`config.mk`:
```
export PLATFORM = sky130hd
export DESIGN_NAME = wakeup_top
export DESIGN_NICKNAME = d
export VERILOG_FILES = /design/src/verilog/wakeup_pkg.sv /design/src/verilog/wakeup.sv /design/src/verilog/issue_queue.sv /design/src/verilog/wakeup_top.sv
export VERILOG_INCLUDE_DIRS = /design/src /design/src/verilog
export SDC_FILE = /design/constraint.sdc
export NUM_CORES = 1
export LEC_CHECK = 0
export ABC_AREA = 0
export BUFFER_PORTS_ARGS = -buffer_cell sky130_fd_sc_hd__buf_2
export CAP_MARGIN = 5
export CORE_UTILIZATION = 25
export DETAILED_ROUTE_END_ITERATION = 7
export HOLD_SLACK_MARGIN = 0.02
export SLEW_MARGIN = 10
export SYNTH_ARGS = -nofsm -noshare
export SYNTH_HDL_FRONTEND = slang
export SYNTH_SLANG_ARGS = --single-unit
```
`constraint.sdc`:
```
create_clock -name clk -period 4.51 [get_ports clk]
set_input_delay 1.353 -clock clk [delete_from_list [all_inputs] [get_ports clk]]
set_output_delay 1.353 -clock clk [all_outputs]
set_load 0.005 [all_outputs]
```
`src/verilog/wakeup_defs.svh`:
```
`ifndef WAKEUP_DEFS_SVH
`define WAKEUP_DEFS_SVH

// ****************************************
// issue and wakeup port counts
// ****************************************

`define ALU_SIZE       4
`define LOAD_PIPELINE  2
`define WB_SIZE        (`ALU_SIZE + `LOAD_PIPELINE)  // alu slots first, loads after

// ****************************************
// tags and queue
// ****************************************

`define PREG_WIDTH     6
`define IQ_DEPTH       8  // keep a multiple of ALU_SIZE

// alu slots shared with the multi-cycle units
`define CSR_PORT       0
`define MULT_PORT      2
`define DIV_PORT       3

`endif

```
`src/verilog/wakeup_pkg.sv`:
```
`include "wakeup_defs.svh"

package wakeup_pkg;

    // physical register tag
    typedef logic [`PREG_WIDTH-1:0] preg_t;

    // ****************************************
    // issue queue entry
    // ****************************************
    typedef struct packed {
        logic  valid;
        preg_t rs1;
        logic  rs1_ready;  // set at dispatch or by snoop
        preg_t rs2;
        logic  rs2_ready;
        preg_t rd;
        logic  we;         // rd is written
    } iq_entry_t;

endpackage

```
`src/verilog/wakeup.sv`:
```
`timescale 1ns/1ps
`include "wakeup_defs.svh"

// select & wakeup: alu slots announce in the select cycle,
// csr / mult / div take over their slot when they finish
module wakeup (
    input  logic [`ALU_SIZE-1:0]                     alu_en,
    input  logic [`ALU_SIZE-1:0]                     alu_we,
    input  wakeup_pkg::preg_t [`ALU_SIZE-1:0]        alu_rd,
    output logic [`ALU_SIZE-1:0]                     alu_ready,
    input  logic                                     csr_en,
    input  logic                                     csr_we,
    input  wakeup_pkg::preg_t                        csr_rd,
    input  logic                                     mult_en,
    input  logic                                     mult_we,
    input  wakeup_pkg::preg_t                        mult_rd,
    input  logic                                     div_en,
    input  logic                                     div_we,
    input  wakeup_pkg::preg_t                        div_rd,
    input  logic [`LOAD_PIPELINE-1:0]                load_en,
    input  logic [`LOAD_PIPELINE-1:0]                load_we,
    input  wakeup_pkg::preg_t [`LOAD_PIPELINE-1:0]   load_rd,
    output logic [`WB_SIZE-1:0]                      wb_en,
    output logic [`WB_SIZE-1:0]                      wb_we,
    output wakeup_pkg::preg_t [`WB_SIZE-1:0]         wb_rd
);

    // per-slot announcer that outranks the alu
    logic [`ALU_SIZE-1:0]              ext_en;
    logic [`ALU_SIZE-1:0]              ext_we;
    wakeup_pkg::preg_t [`ALU_SIZE-1:0] ext_rd;

    // ****************************************
    // alu slots
    // ****************************************
    for (genvar i = 0; i < `ALU_SIZE; i++) begin : g_alu_slot
        if (i == `CSR_PORT) begin : g_csr
            assign ext_en[i] = csr_en;
            assign ext_we[i] = csr_we;
            assign ext_rd[i] = csr_rd;
        end else if (i == `MULT_PORT) begin : g_mult
            assign ext_en[i] = mult_en;
            assign ext_we[i] = mult_we;
            assign ext_rd[i] = mult_rd;
        end else if (i == `DIV_PORT) begin : g_div
            assign ext_en[i] = div_en;
            assign ext_we[i] = div_we;
            assign ext_rd[i] = div_rd;
        end else begin : g_alu_only
            assign ext_en[i] = 1'b0;  // nobody shares this slot
            assign ext_we[i] = 1'b0;
            assign ext_rd[i] = '0;
        end

        assign alu_ready[i] = ~ext_en[i];  // refuse alu while unit finishes
        assign wb_en[i]     = alu_en[i] | ext_en[i];
        assign wb_we[i]     = ext_en[i] ? ext_we[i] : alu_we[i];
        assign wb_rd[i]     = ext_en[i] ? ext_rd[i] : alu_rd[i];
    end

    // ****************************************
    // load slots, never refused
    // ****************************************
    assign wb_en[`WB_SIZE-1:`ALU_SIZE] = load_en;
    assign wb_we[`WB_SIZE-1:`ALU_SIZE] = load_we;
    assign wb_rd[`WB_SIZE-1:`ALU_SIZE] = load_rd;

endmodule

```
`src/verilog/issue_queue.sv`:
```
`timescale 1ns/1ps
`include "wakeup_defs.svh"

// entry k sits in bank k % ALU_SIZE
module issue_queue (
    input  logic                                clk,
    input  logic                                rst,
    // dispatch
    input  logic                                dis_valid,
    input  wakeup_pkg::preg_t                   dis_rs1,
    input  logic                                dis_rs1_ready,
    input  wakeup_pkg::preg_t                   dis_rs2,
    input  logic                                dis_rs2_ready,
    input  wakeup_pkg::preg_t                   dis_rd,
    input  logic                                dis_we,
    output logic                                dis_ready,
    // issue outputs double as alu wakeups
    input  logic [`ALU_SIZE-1:0]                alu_ready,
    output logic [`ALU_SIZE-1:0]                iss_valid,
    output logic [`ALU_SIZE-1:0]                iss_we,
    output wakeup_pkg::preg_t [`ALU_SIZE-1:0]   iss_rd,
    // wakeup bus snoop
    input  logic [`WB_SIZE-1:0]                 wb_en,
    input  logic [`WB_SIZE-1:0]                 wb_we,
    input  wakeup_pkg::preg_t [`WB_SIZE-1:0]    wb_rd
);

    localparam int BANK_ROWS = `IQ_DEPTH / `ALU_SIZE;

    wakeup_pkg::iq_entry_t entries [`IQ_DEPTH];

    logic [`IQ_DEPTH-1:0] valid_vec;
    logic [`IQ_DEPTH-1:0] req_vec;      // valid with both sources ready
    logic [`IQ_DEPTH-1:0] free_vec;
    logic [`IQ_DEPTH-1:0] alloc_vec;    // one-hot dispatch target
    logic [`IQ_DEPTH-1:0] issue_gnt;
    logic                 dis_fire;
    logic                 dis_rs1_hit;
    logic                 dis_rs2_hit;

    // any bus slot announcing a written tag
    function automatic logic tag_hit(input wakeup_pkg::preg_t tag);
        logic hit;
        hit = 1'b0;
        for (int j = 0; j < `WB_SIZE; j++) begin
            if (wb_en[j] && wb_we[j] && wb_rd[j] == tag) begin
                hit = 1'b1;
            end
        end
        return hit;
    endfunction

    always_comb begin
        for (int k = 0; k < `IQ_DEPTH; k++) begin
            valid_vec[k] = entries[k].valid;
            req_vec[k]   = entries[k].valid & entries[k].rs1_ready & entries[k].rs2_ready;
        end
    end

    // ****************************************
    // dispatch into the lowest free entry
    // ****************************************
    assign free_vec    = ~valid_vec;
    assign dis_ready   = |free_vec;
    assign dis_fire    = dis_valid & dis_ready;
    assign alloc_vec   = dis_fire ? (free_vec & -free_vec) : '0;

    // same-cycle wakeup
    always_comb begin
        dis_rs1_hit = tag_hit(dis_rs1);
        dis_rs2_hit = tag_hit(dis_rs2);
    end

    // ****************************************
    // per-port select
    // ****************************************
    for (genvar i = 0; i < `ALU_SIZE; i++) begin : g_port
        logic [BANK_ROWS-1:0] bank_req;
        logic [BANK_ROWS-1:0] bank_gnt;
        wakeup_pkg::preg_t    bank_rd;
        logic                 bank_we;

        for (genvar r = 0; r < BANK_ROWS; r++) begin : g_row
            assign bank_req[r]                = req_vec[r*`ALU_SIZE + i];
            assign issue_gnt[r*`ALU_SIZE + i] = bank_gnt[r];
        end

        // lowest index wins unless the port is refused
        assign bank_gnt = alu_ready[i] ? (bank_req & -bank_req) : '0;

        always_comb begin
            bank_rd = '0;
            bank_we = 1'b0;
            for (int r = 0; r < BANK_ROWS; r++) begin
                if (bank_gnt[r]) begin
                    bank_rd = entries[r*`ALU_SIZE + i].rd;
                    bank_we = entries[r*`ALU_SIZE + i].we;
                end
            end
        end

        assign iss_valid[i] = |bank_gnt;
        assign iss_rd[i]    = bank_rd;
        assign iss_we[i]    = bank_we;
    end

    // ****************************************
    // entry update
    // ****************************************
    always_ff @(posedge clk) begin
        if (rst) begin
            for (int k = 0; k < `IQ_DEPTH; k++) begin
                entries[k].valid <= 1'b0;
            end
        end else begin
            for (int k = 0; k < `IQ_DEPTH; k++) begin
                if (alloc_vec[k]) begin
                    entries[k].valid     <= 1'b1;
                    entries[k].rs1       <= dis_rs1;
                    entries[k].rs1_ready <= dis_rs1_ready | dis_rs1_hit;
                    entries[k].rs2       <= dis_rs2;
                    entries[k].rs2_ready <= dis_rs2_ready | dis_rs2_hit;
                    entries[k].rd        <= dis_rd;
                    entries[k].we        <= dis_we;
                end else if (entries[k].valid) begin
                    if (issue_gnt[k]) begin
                        entries[k].valid <= 1'b0;  // freed at end of issue cycle
                    end
                    if (tag_hit(entries[k].rs1)) begin
                        entries[k].rs1_ready <= 1'b1;
                    end
                    if (tag_hit(entries[k].rs2)) begin
                        entries[k].rs2_ready <= 1'b1;
                    end
                end
            end
        end
    end

endmodule

```
`src/verilog/wakeup_top.sv`:
```
`timescale 1ns/1ps
`include "wakeup_defs.svh"

module wakeup_top (
    input  logic                                     clk,
    input  logic                                     rst,
    // dispatch
    input  logic                                     dis_valid,
    input  wakeup_pkg::preg_t                        dis_rs1,
    input  logic                                     dis_rs1_ready,
    input  wakeup_pkg::preg_t                        dis_rs2,
    input  logic                                     dis_rs2_ready,
    input  wakeup_pkg::preg_t                        dis_rd,
    input  logic                                     dis_we,
    output logic                                     dis_ready,
    // multi-cycle units and loads
    input  logic                                     csr_en,
    input  logic                                     csr_we,
    input  wakeup_pkg::preg_t                        csr_rd,
    input  logic                                     mult_en,
    input  logic                                     mult_we,
    input  wakeup_pkg::preg_t                        mult_rd,
    input  logic                                     div_en,
    input  logic                                     div_we,
    input  wakeup_pkg::preg_t                        div_rd,
    input  logic [`LOAD_PIPELINE-1:0]                load_en,
    input  logic [`LOAD_PIPELINE-1:0]                load_we,
    input  wakeup_pkg::preg_t [`LOAD_PIPELINE-1:0]   load_rd,
    // issue and bus
    output logic [`ALU_SIZE-1:0]                     iss_valid,
    output logic [`ALU_SIZE-1:0]                     iss_we,
    output wakeup_pkg::preg_t [`ALU_SIZE-1:0]        iss_rd,
    output logic [`WB_SIZE-1:0]                      wb_en,
    output logic [`WB_SIZE-1:0]                      wb_we,
    output wakeup_pkg::preg_t [`WB_SIZE-1:0]         wb_rd
);

    logic [`ALU_SIZE-1:0] alu_ready;  // back-pressure into select

    issue_queue u_iq (
        .clk           (clk),
        .rst           (rst),
        .dis_valid     (dis_valid),
        .dis_rs1       (dis_rs1),
        .dis_rs1_ready (dis_rs1_ready),
        .dis_rs2       (dis_rs2),
        .dis_rs2_ready (dis_rs2_ready),
        .dis_rd        (dis_rd),
        .dis_we        (dis_we),
        .dis_ready     (dis_ready),
        .alu_ready     (alu_ready),
        .iss_valid     (iss_valid),
        .iss_we        (iss_we),
        .iss_rd        (iss_rd),
        .wb_en         (wb_en),  // bus loops back for snoop
        .wb_we         (wb_we),
        .wb_rd         (wb_rd)
    );

    // issue outputs are the alu wakeups
    wakeup u_wakeup (
        .alu_en    (iss_valid),
        .alu_we    (iss_we),
        .alu_rd    (iss_rd),
        .alu_ready (alu_ready),
        .csr_en    (csr_en),
        .csr_we    (csr_we),
        .csr_rd    (csr_rd),
        .mult_en   (mult_en),
        .mult_we   (mult_we),
        .mult_rd   (mult_rd),
        .div_en    (div_en),
        .div_we    (div_we),
        .div_rd    (div_rd),
        .load_en   (load_en),
        .load_we   (load_we),
        .load_rd   (load_rd),
        .wb_en     (wb_en),
        .wb_we     (wb_we),
        .wb_rd     (wb_rd)
    );

endmodule

```
==> results of run 1 <==
-- cell usage in the layout, fill, tap and decap left out, drive strengths merged, types with 20 or more instances in the layout --
| master | instances |
|---|---|
| nand2b | 20 |
| o32ai | 22 |
| nor3 | 37 |
| edfxtp | 176 |
| nand3 | 89 |
| a211oi | 21 |
| and3 | 20 |
| o21ai | 127 |
| o41ai | 26 |
| xor2 | 380 |
| a21oi | 84 |
| a2111oi | 32 |
| nor2 | 113 |
| o22ai | 68 |
| nand4 | 102 |
| nor4 | 67 |
| a221oi | 22 |
| nand2 | 127 |
| a31oi | 74 |
| buf | 456 |
| o31ai | 42 |
| inv | 85 |
| xnor2 | 496 |
| a41oi | 21 |
-- synth_stat cells (15+ instances only) --
library cell	n
a2111oi_0	31
a211oi_1	20
a21oi_1	84
a221oi_1	22
a22oi_1	15
a31oi_1	65
a41oi_1	21
and3_1	19
and4_1	17
buf_1	84
buf_2	101
buf_4	48
clkbuf_1	150
edfxtp_1	176
inv_1	75
nand2_1	124
nand2b_1	20
nand3_1	84
nand4_1	102
nor2_1	112
nor3_1	37
nor4_1	65
nor4bb_1	16
o2111ai_1	17
o21ai_0	127
o22ai_1	68
o31ai_1	42
o32ai_1	21
o41ai_1	26
xnor2_1	496
xor2_1	380
-- worst paths after layout --
check             slack (ps)  cells past startpoint                   to                start
hold / removal           860                      1  u_iq.entries[2][43]  u_iq.entries[2][43]
setup / recovery          80                      5            wb_rd[17]              mult_en
setup reg to reg         580                     11  u_iq.entries[2][29]  u_iq.entries[0][21]
hold reg to reg          860                      1  u_iq.entries[2][43]  u_iq.entries[2][43]
-- power groups by stage --
stage,logic (mW),clock network [mW],registers (mW)
2_1_floorplan,0.744,0,1.87
3_3_place_gp,1.19,0,1.93
3_5_place_dp,1.20,0,1.93
4_1_cts,1.21,1.51,1.89
5_1_grt,1.30,1.57,1.90
6_report,1.26,1.51,1.90
-- worst max-delay path: cells and delay by family --
kind / cells / cell delay (ps)
mux: 1 / 340
simple gates: 1 / 380
buf+inv: 2 / 260
compound gates: 1 / 750
-- per-layer routing --
layer  part of all wire  GRT usage  wire [um]  up-vias
met2               0.41      0.451      62500     2395
met3               0.14      0.106      20700      669
li1                   -          -          -    10500
met4              0.087      0.223      13300        6
met1               0.37      0.381      56500    12700
met5            0.00026          0         40        -
-- final cells by class --
type                       instances  area (um^2)  area share
timing repair buffer             456         3110       0.114
clock buffer                      17          425      0.0157
sequential                       176         5290       0.194
tap                             1254         1570      0.0577
inverter                          78          293      0.0108
clock inverter                    14          145     0.00534
multi-input combinational       2230        16400       0.602
-- metrics by stage --
stage / power [mW] / setup WS [ps] / utilization / cell area [um^2] / hold WS (ps)
global route: 4.76 / 88.0 / 0.290 / 27200 / 868
floorplan: 2.62 / 355 / - / 23700 / 657
CTS: 4.61 / 106 / 0.290 / 27200 / 833
finish: 4.67 / 79.9 / 0.290 / 27200 / 859
detailed placement: 3.13 / 91.7 / 0.284 / 26600 / 835
global placement: 3.12 / 99.3 / 0.284 / 26600 / 806
-- cell families after synthesis --
group | after synthesis | synth area share
AOI/OAI and AO/OA | 667 | 0.200
muxes | 17 | 0.00738
DFF | 176 | 0.223
buffers and inverters | 472 | 0.0911
and+or+nand+nor | 670 | 0.155
xor gates and xnor gates | 876 | 0.323
==> flow_metrics.tcl, run 1 <==
set metrics [dict create \
    cap_viol_max_count 0 \
    cp.arrival_ps 3080 \
    coreArea_mm2 0.0936 \
    fillers 10100 \
    rsz0062_at_grt "no" \
    p_leak_nw 9.51 \
    dieArea_mm2 0.0961 \
    timing.fmax_mhz 226 \
    worstHoldPathType "reg2reg" \
    worst_slew_pin_slew_ps 1320 \
    ys_seq_elements 176 \
    via_per_inst 6.23 \
    synth_area_leaders "edfxtp_1 (22%), xnor2_1 (18%), xor2_1 (14%), nand4_1 (2.7%), o21ai_0 (2.7%)" \
    track_usage 0.310 \
    critPathMaxFanout 4 \
    switching_share 0.348 \
    power-per-cell-area_mw_per_mm2 172 \
    vias 26300 \
    clkTransAtPathRegs_ps 80 \
    slew_viol_final 0 \
    antennaDiodeCount 0 \
    switching_power_mw 1.62 \
    syn_area_per_cell_um2 8.24 \
    largest_reg_flops 176 \
    reg.largest.list "u_iq.entries: 176 flops" \
    async_flop_share 0 \
    globalRoute.totalOverflow 0 \
    worstSetupStartpointType "primary input" \
    ys_seq_area_frac 0.223 \
    syn_nets 2942 \
    run_status "complete, but fails checks" \
    synth-edff-count 176 \
    synth_cell_types 89 \
    antenna_found_initial 6 \
    slowest_delay_ps 750 \
    gp_congestion 1.10 \
    syn_inst 2878 \
    cp-end-kind "output port" \
    cp_common_cell "buf_2" \
    required_ps 3160 \
    cts-resized-gates 0 \
    start_util 0.253 \
    drcViolationCount 1 \
    fin_setup_tns_ps 0 \
    ctsHtreeMaxLevel 4 \
    synth_top_cell_by_area "edfxtp_1" \
    violations "DRC" \
    grt_max_degree 45 \
    drtIter0Drc 4317 \
    top_register "u_iq.entries" \
    synth_ff_type "edfxtp_1" \
    wire_per_inst_um 36.2 \
    dp.cells 4194 \
    p_int_mw 3.04 \
    max-vdd-ir-drop_mv 0.272 \
    ys_warn_count 0 \
    slew_headroom 0.121 \
    numCtsBuffers 17 \
    grt_pass1_wl_um 206000 \
    p_comb_frac 0.269 \
    area_delta_synth_final_pct 14.6 \
    syn_area_mm2 0.0237 \
    cts-hold-fix-buffers 0 \
    hpwl_um 111000 \
    power_frac_clock 0.324 \
    fin_skew_ps 15.1 \
    row_count 112 \
    synth.top_cell.area_share 0.223 \
    crit_chain "buf_2 -> nand4b_1 -> o31ai_1 -> mux2_2 -> buf_2" \
    cts_tree "yes" \
    cts_root_buf "clkbuf_16" \
    power.share.sequential 0.407 \
    final_cells 4225 \
    drive_gt1_frac 0.178 \
    clockBufferDepth 2 \
    min_period_ps 4430 \
    worstSetupPathType "in2out" \
    finalHoldViolCount 0 \
    drtAntennaViolNets 0 \
    first_pass_iters 8 \
    clkSinkCount 176 \
    cts_setup_buffers 0 \
    fp.dieW_um 310 \
    io_pins 145 \
    port_buffers 144 \
    grt_pass1_vias 24200 \
    critPathSlowestCell "o31ai_1" \
    finalCritPeriodShare 0.982 \
    clk-insertion-delay-late_ps 470 \
    layout.nets 3023 \
    routed_wl_um 153000 \
    die_y_um 310 \
    finalSetupViolCount 0 \
]
No activity file was read; power rests on OpenSTA's default activity.
==> inputs of run 2 (changes only) <==
--- a/config.mk
+++ b/config.mk
@@ -12,6 +12,7 @@
 export CORE_UTILIZATION = 25
 export DETAILED_ROUTE_END_ITERATION = 7
 export HOLD_SLACK_MARGIN = 0.02
+export REMOVE_ABC_BUFFERS = 1
 export SLEW_MARGIN = 10
 export SYNTH_ARGS = -nofsm -noshare
 export SYNTH_HDL_FRONTEND = slang
==> run 2 against run 1 <==
Net effect: the flow now finishes without violations; hold slack worse by 84 ps; design area is 0.64% higher; utilization is 0.19 points higher; first-iteration DRC count is 3.2% higher; critical path type unchanged; critical endpoint is now iss_rd[20].
==> flow_metrics.tcl, run 2 (synthesis results as in run 1) <==
set metrics [dict create \
    power_mw 4.65 \
    rsz0062_at_grt "no" \
    cts_root_buf "clkbuf_16" \
    dieArea_mm2 0.0961 \
    via_per_inst 6.18 \
    port_buffers 144 \
    final_cell_area_mm2 0.0274 \
    drcViolationCount 0 \
    routed_wl_um 151000 \
    coreArea_mm2 0.0936 \
    cp-end-kind "output port" \
    drtAntennaViolNets 0 \
    p_int_mw 3.01 \
    cp.arrival_ps 3050 \
    slew_viol_final 0 \
    wire_per_inst_um 35.6 \
    gp_congestion 1.08 \
    final_common_cell "xnor2_1" \
    min_period_ps 4400 \
    place_ws_ps -18.3 \
    row_count 112 \
    finalSetupViolCount 0 \
    clockBufferDepth 2 \
    cts_tree "yes" \
    cts-resized-gates 0 \
    switching_share 0.353 \
    vias 26200 \
    critPathMaxFanout 10 \
    finalCritPeriodShare 0.976 \
    worstSetupPathType "in2out" \
    worstSetupStartpointType "primary input" \
    cts-hold-fix-buffers 0 \
    grt_pass1_wl_um 205000 \
    power.share.sequential 0.408 \
    area_delta_synth_final_pct 15.3 \
    worst_slew_pin_slew_ps 1310 \
    worstHoldPathType "reg2reg" \
    clkTransAtPathRegs_ps 70 \
    ctsHtreeMaxLevel 4 \
    layout.nets 3034 \
    layout_common_cells "xnor2_1 (496), xor2_1 (380), buf_4 (313)" \
    drive_gt1_frac 0.181 \
    die_y_um 310 \
    switching_power_mw 1.64 \
    r2r_cells 9 \
    required_ps 3160 \
    fin_setup_tns_ps 0 \
    largest_reg_flops 176 \
    top_register "u_iq.entries" \
    track_usage 0.307 \
    power-per-cell-area_mw_per_mm2 170 \
    first_pass_iters 7 \
    dp.cells 4205 \
    drtIter0Drc 4453 \
    fp.dieW_um 310 \
    finalHoldViolCount 0 \
    start_util 0.253 \
    cap_viol_max_count 0 \
    hpwl_um 112000 \
    antenna_found_initial 8 \
    globalRoute.totalOverflow 0 \
    fin_skew_ps 20.9 \
    io_pins 145 \
    power_frac_clock 0.319 \
    post_dp_cell_area_mm2 0.0268 \
    slew_headroom 0.128 \
    clkSinkCount 176 \
    cts_setup_buffers 0 \
    p_leak_nw 9.61 \
    grt_pass1_vias 24300 \
    numCtsBuffers 17 \
    max-vdd-ir-drop_mv 0.187 \
    reg.largest.list "u_iq.entries: 176 flops" \
    timing.fmax_mhz 227 \
    fin_ws_ps 108 \
    hold_path_depth 2 \
    run_status "finished, final reports clean" \
    p_comb_frac 0.273 \
    final_cells 4243 \
    grt_max_degree 68 \
    clk-insertion-delay-late_ps 470 \
]
-- run 2: changes by cell type in the layout (fill, tap and decap cells not counted), sizes merged --
cell / before / now
clkinvlp: 3 / 0
clkinv: 3 / 9
buf: 456 / 467
diode: 0 / 6
bufinv: 1 / 0
inv: 85 / 84
-- run 2: final cells by class --
type,instances,area (um^2)
Tap cell,1254,1570
Inverter,78,293
Clock buffer,17,425
Antenna cell,6,15.0
Clock inverter,15,146
Timing Repair Buffer,467,3270
Sequential cell,176,5290
Multi-Input combinational cell,2230,16300
Fill cell,10100,66300
-- run 2: per-stage QoR --
step / hold slack, ps / utilization
final: 775 / 0.292
after global routing: 780 / 0.292
after global placement: 712 / 0.286
after floorplan: 684 / -
after CTS: 762 / 0.292
after detailed placement: 751 / 0.286
-- run 2: layer usage --
metal / part of all wire / global-route usage / wire length [um]
met5: 0.00014 / 0 / 21
met4: 0.086 / 0.217 / 13000
met1: 0.37 / 0.386 / 56400
met2: 0.40 / 0.437 / 60800
met3: 0.14 / 0.102 / 20900
-- run 2: worst max-delay path, stage by stage --
cell and delay, ps:
buf_2 120, and4b_1 590, nand3_1 320, o21ai_0 410, buf_2 240
-- run 2: path summary, 6_finish.rpt --
path | from | to | slack [ps]
setup / recovery | div_en | iss_rd[20] | 110
setup reg to reg | u_iq.entries[0][43] | u_iq.entries[0][14] | 600
hold reg to reg | u_iq.entries[2][43] | u_iq.entries[2][43] | 770
hold / removal | u_iq.entries[2][43] | u_iq.entries[2][43] | 770
-- run 2: power groups by stage --
stage | Clock [mW] | Combinational (mW) | Sequential [mW]
floorplan | 0 | 0.530 | 1.91
global placement | 0 | 1.22 | 1.93
detailed placement | 0 | 1.23 | 1.93
CTS | 1.50 | 1.23 | 1.89
global route | 1.56 | 1.32 | 1.89
finish | 1.49 | 1.27 | 1.90
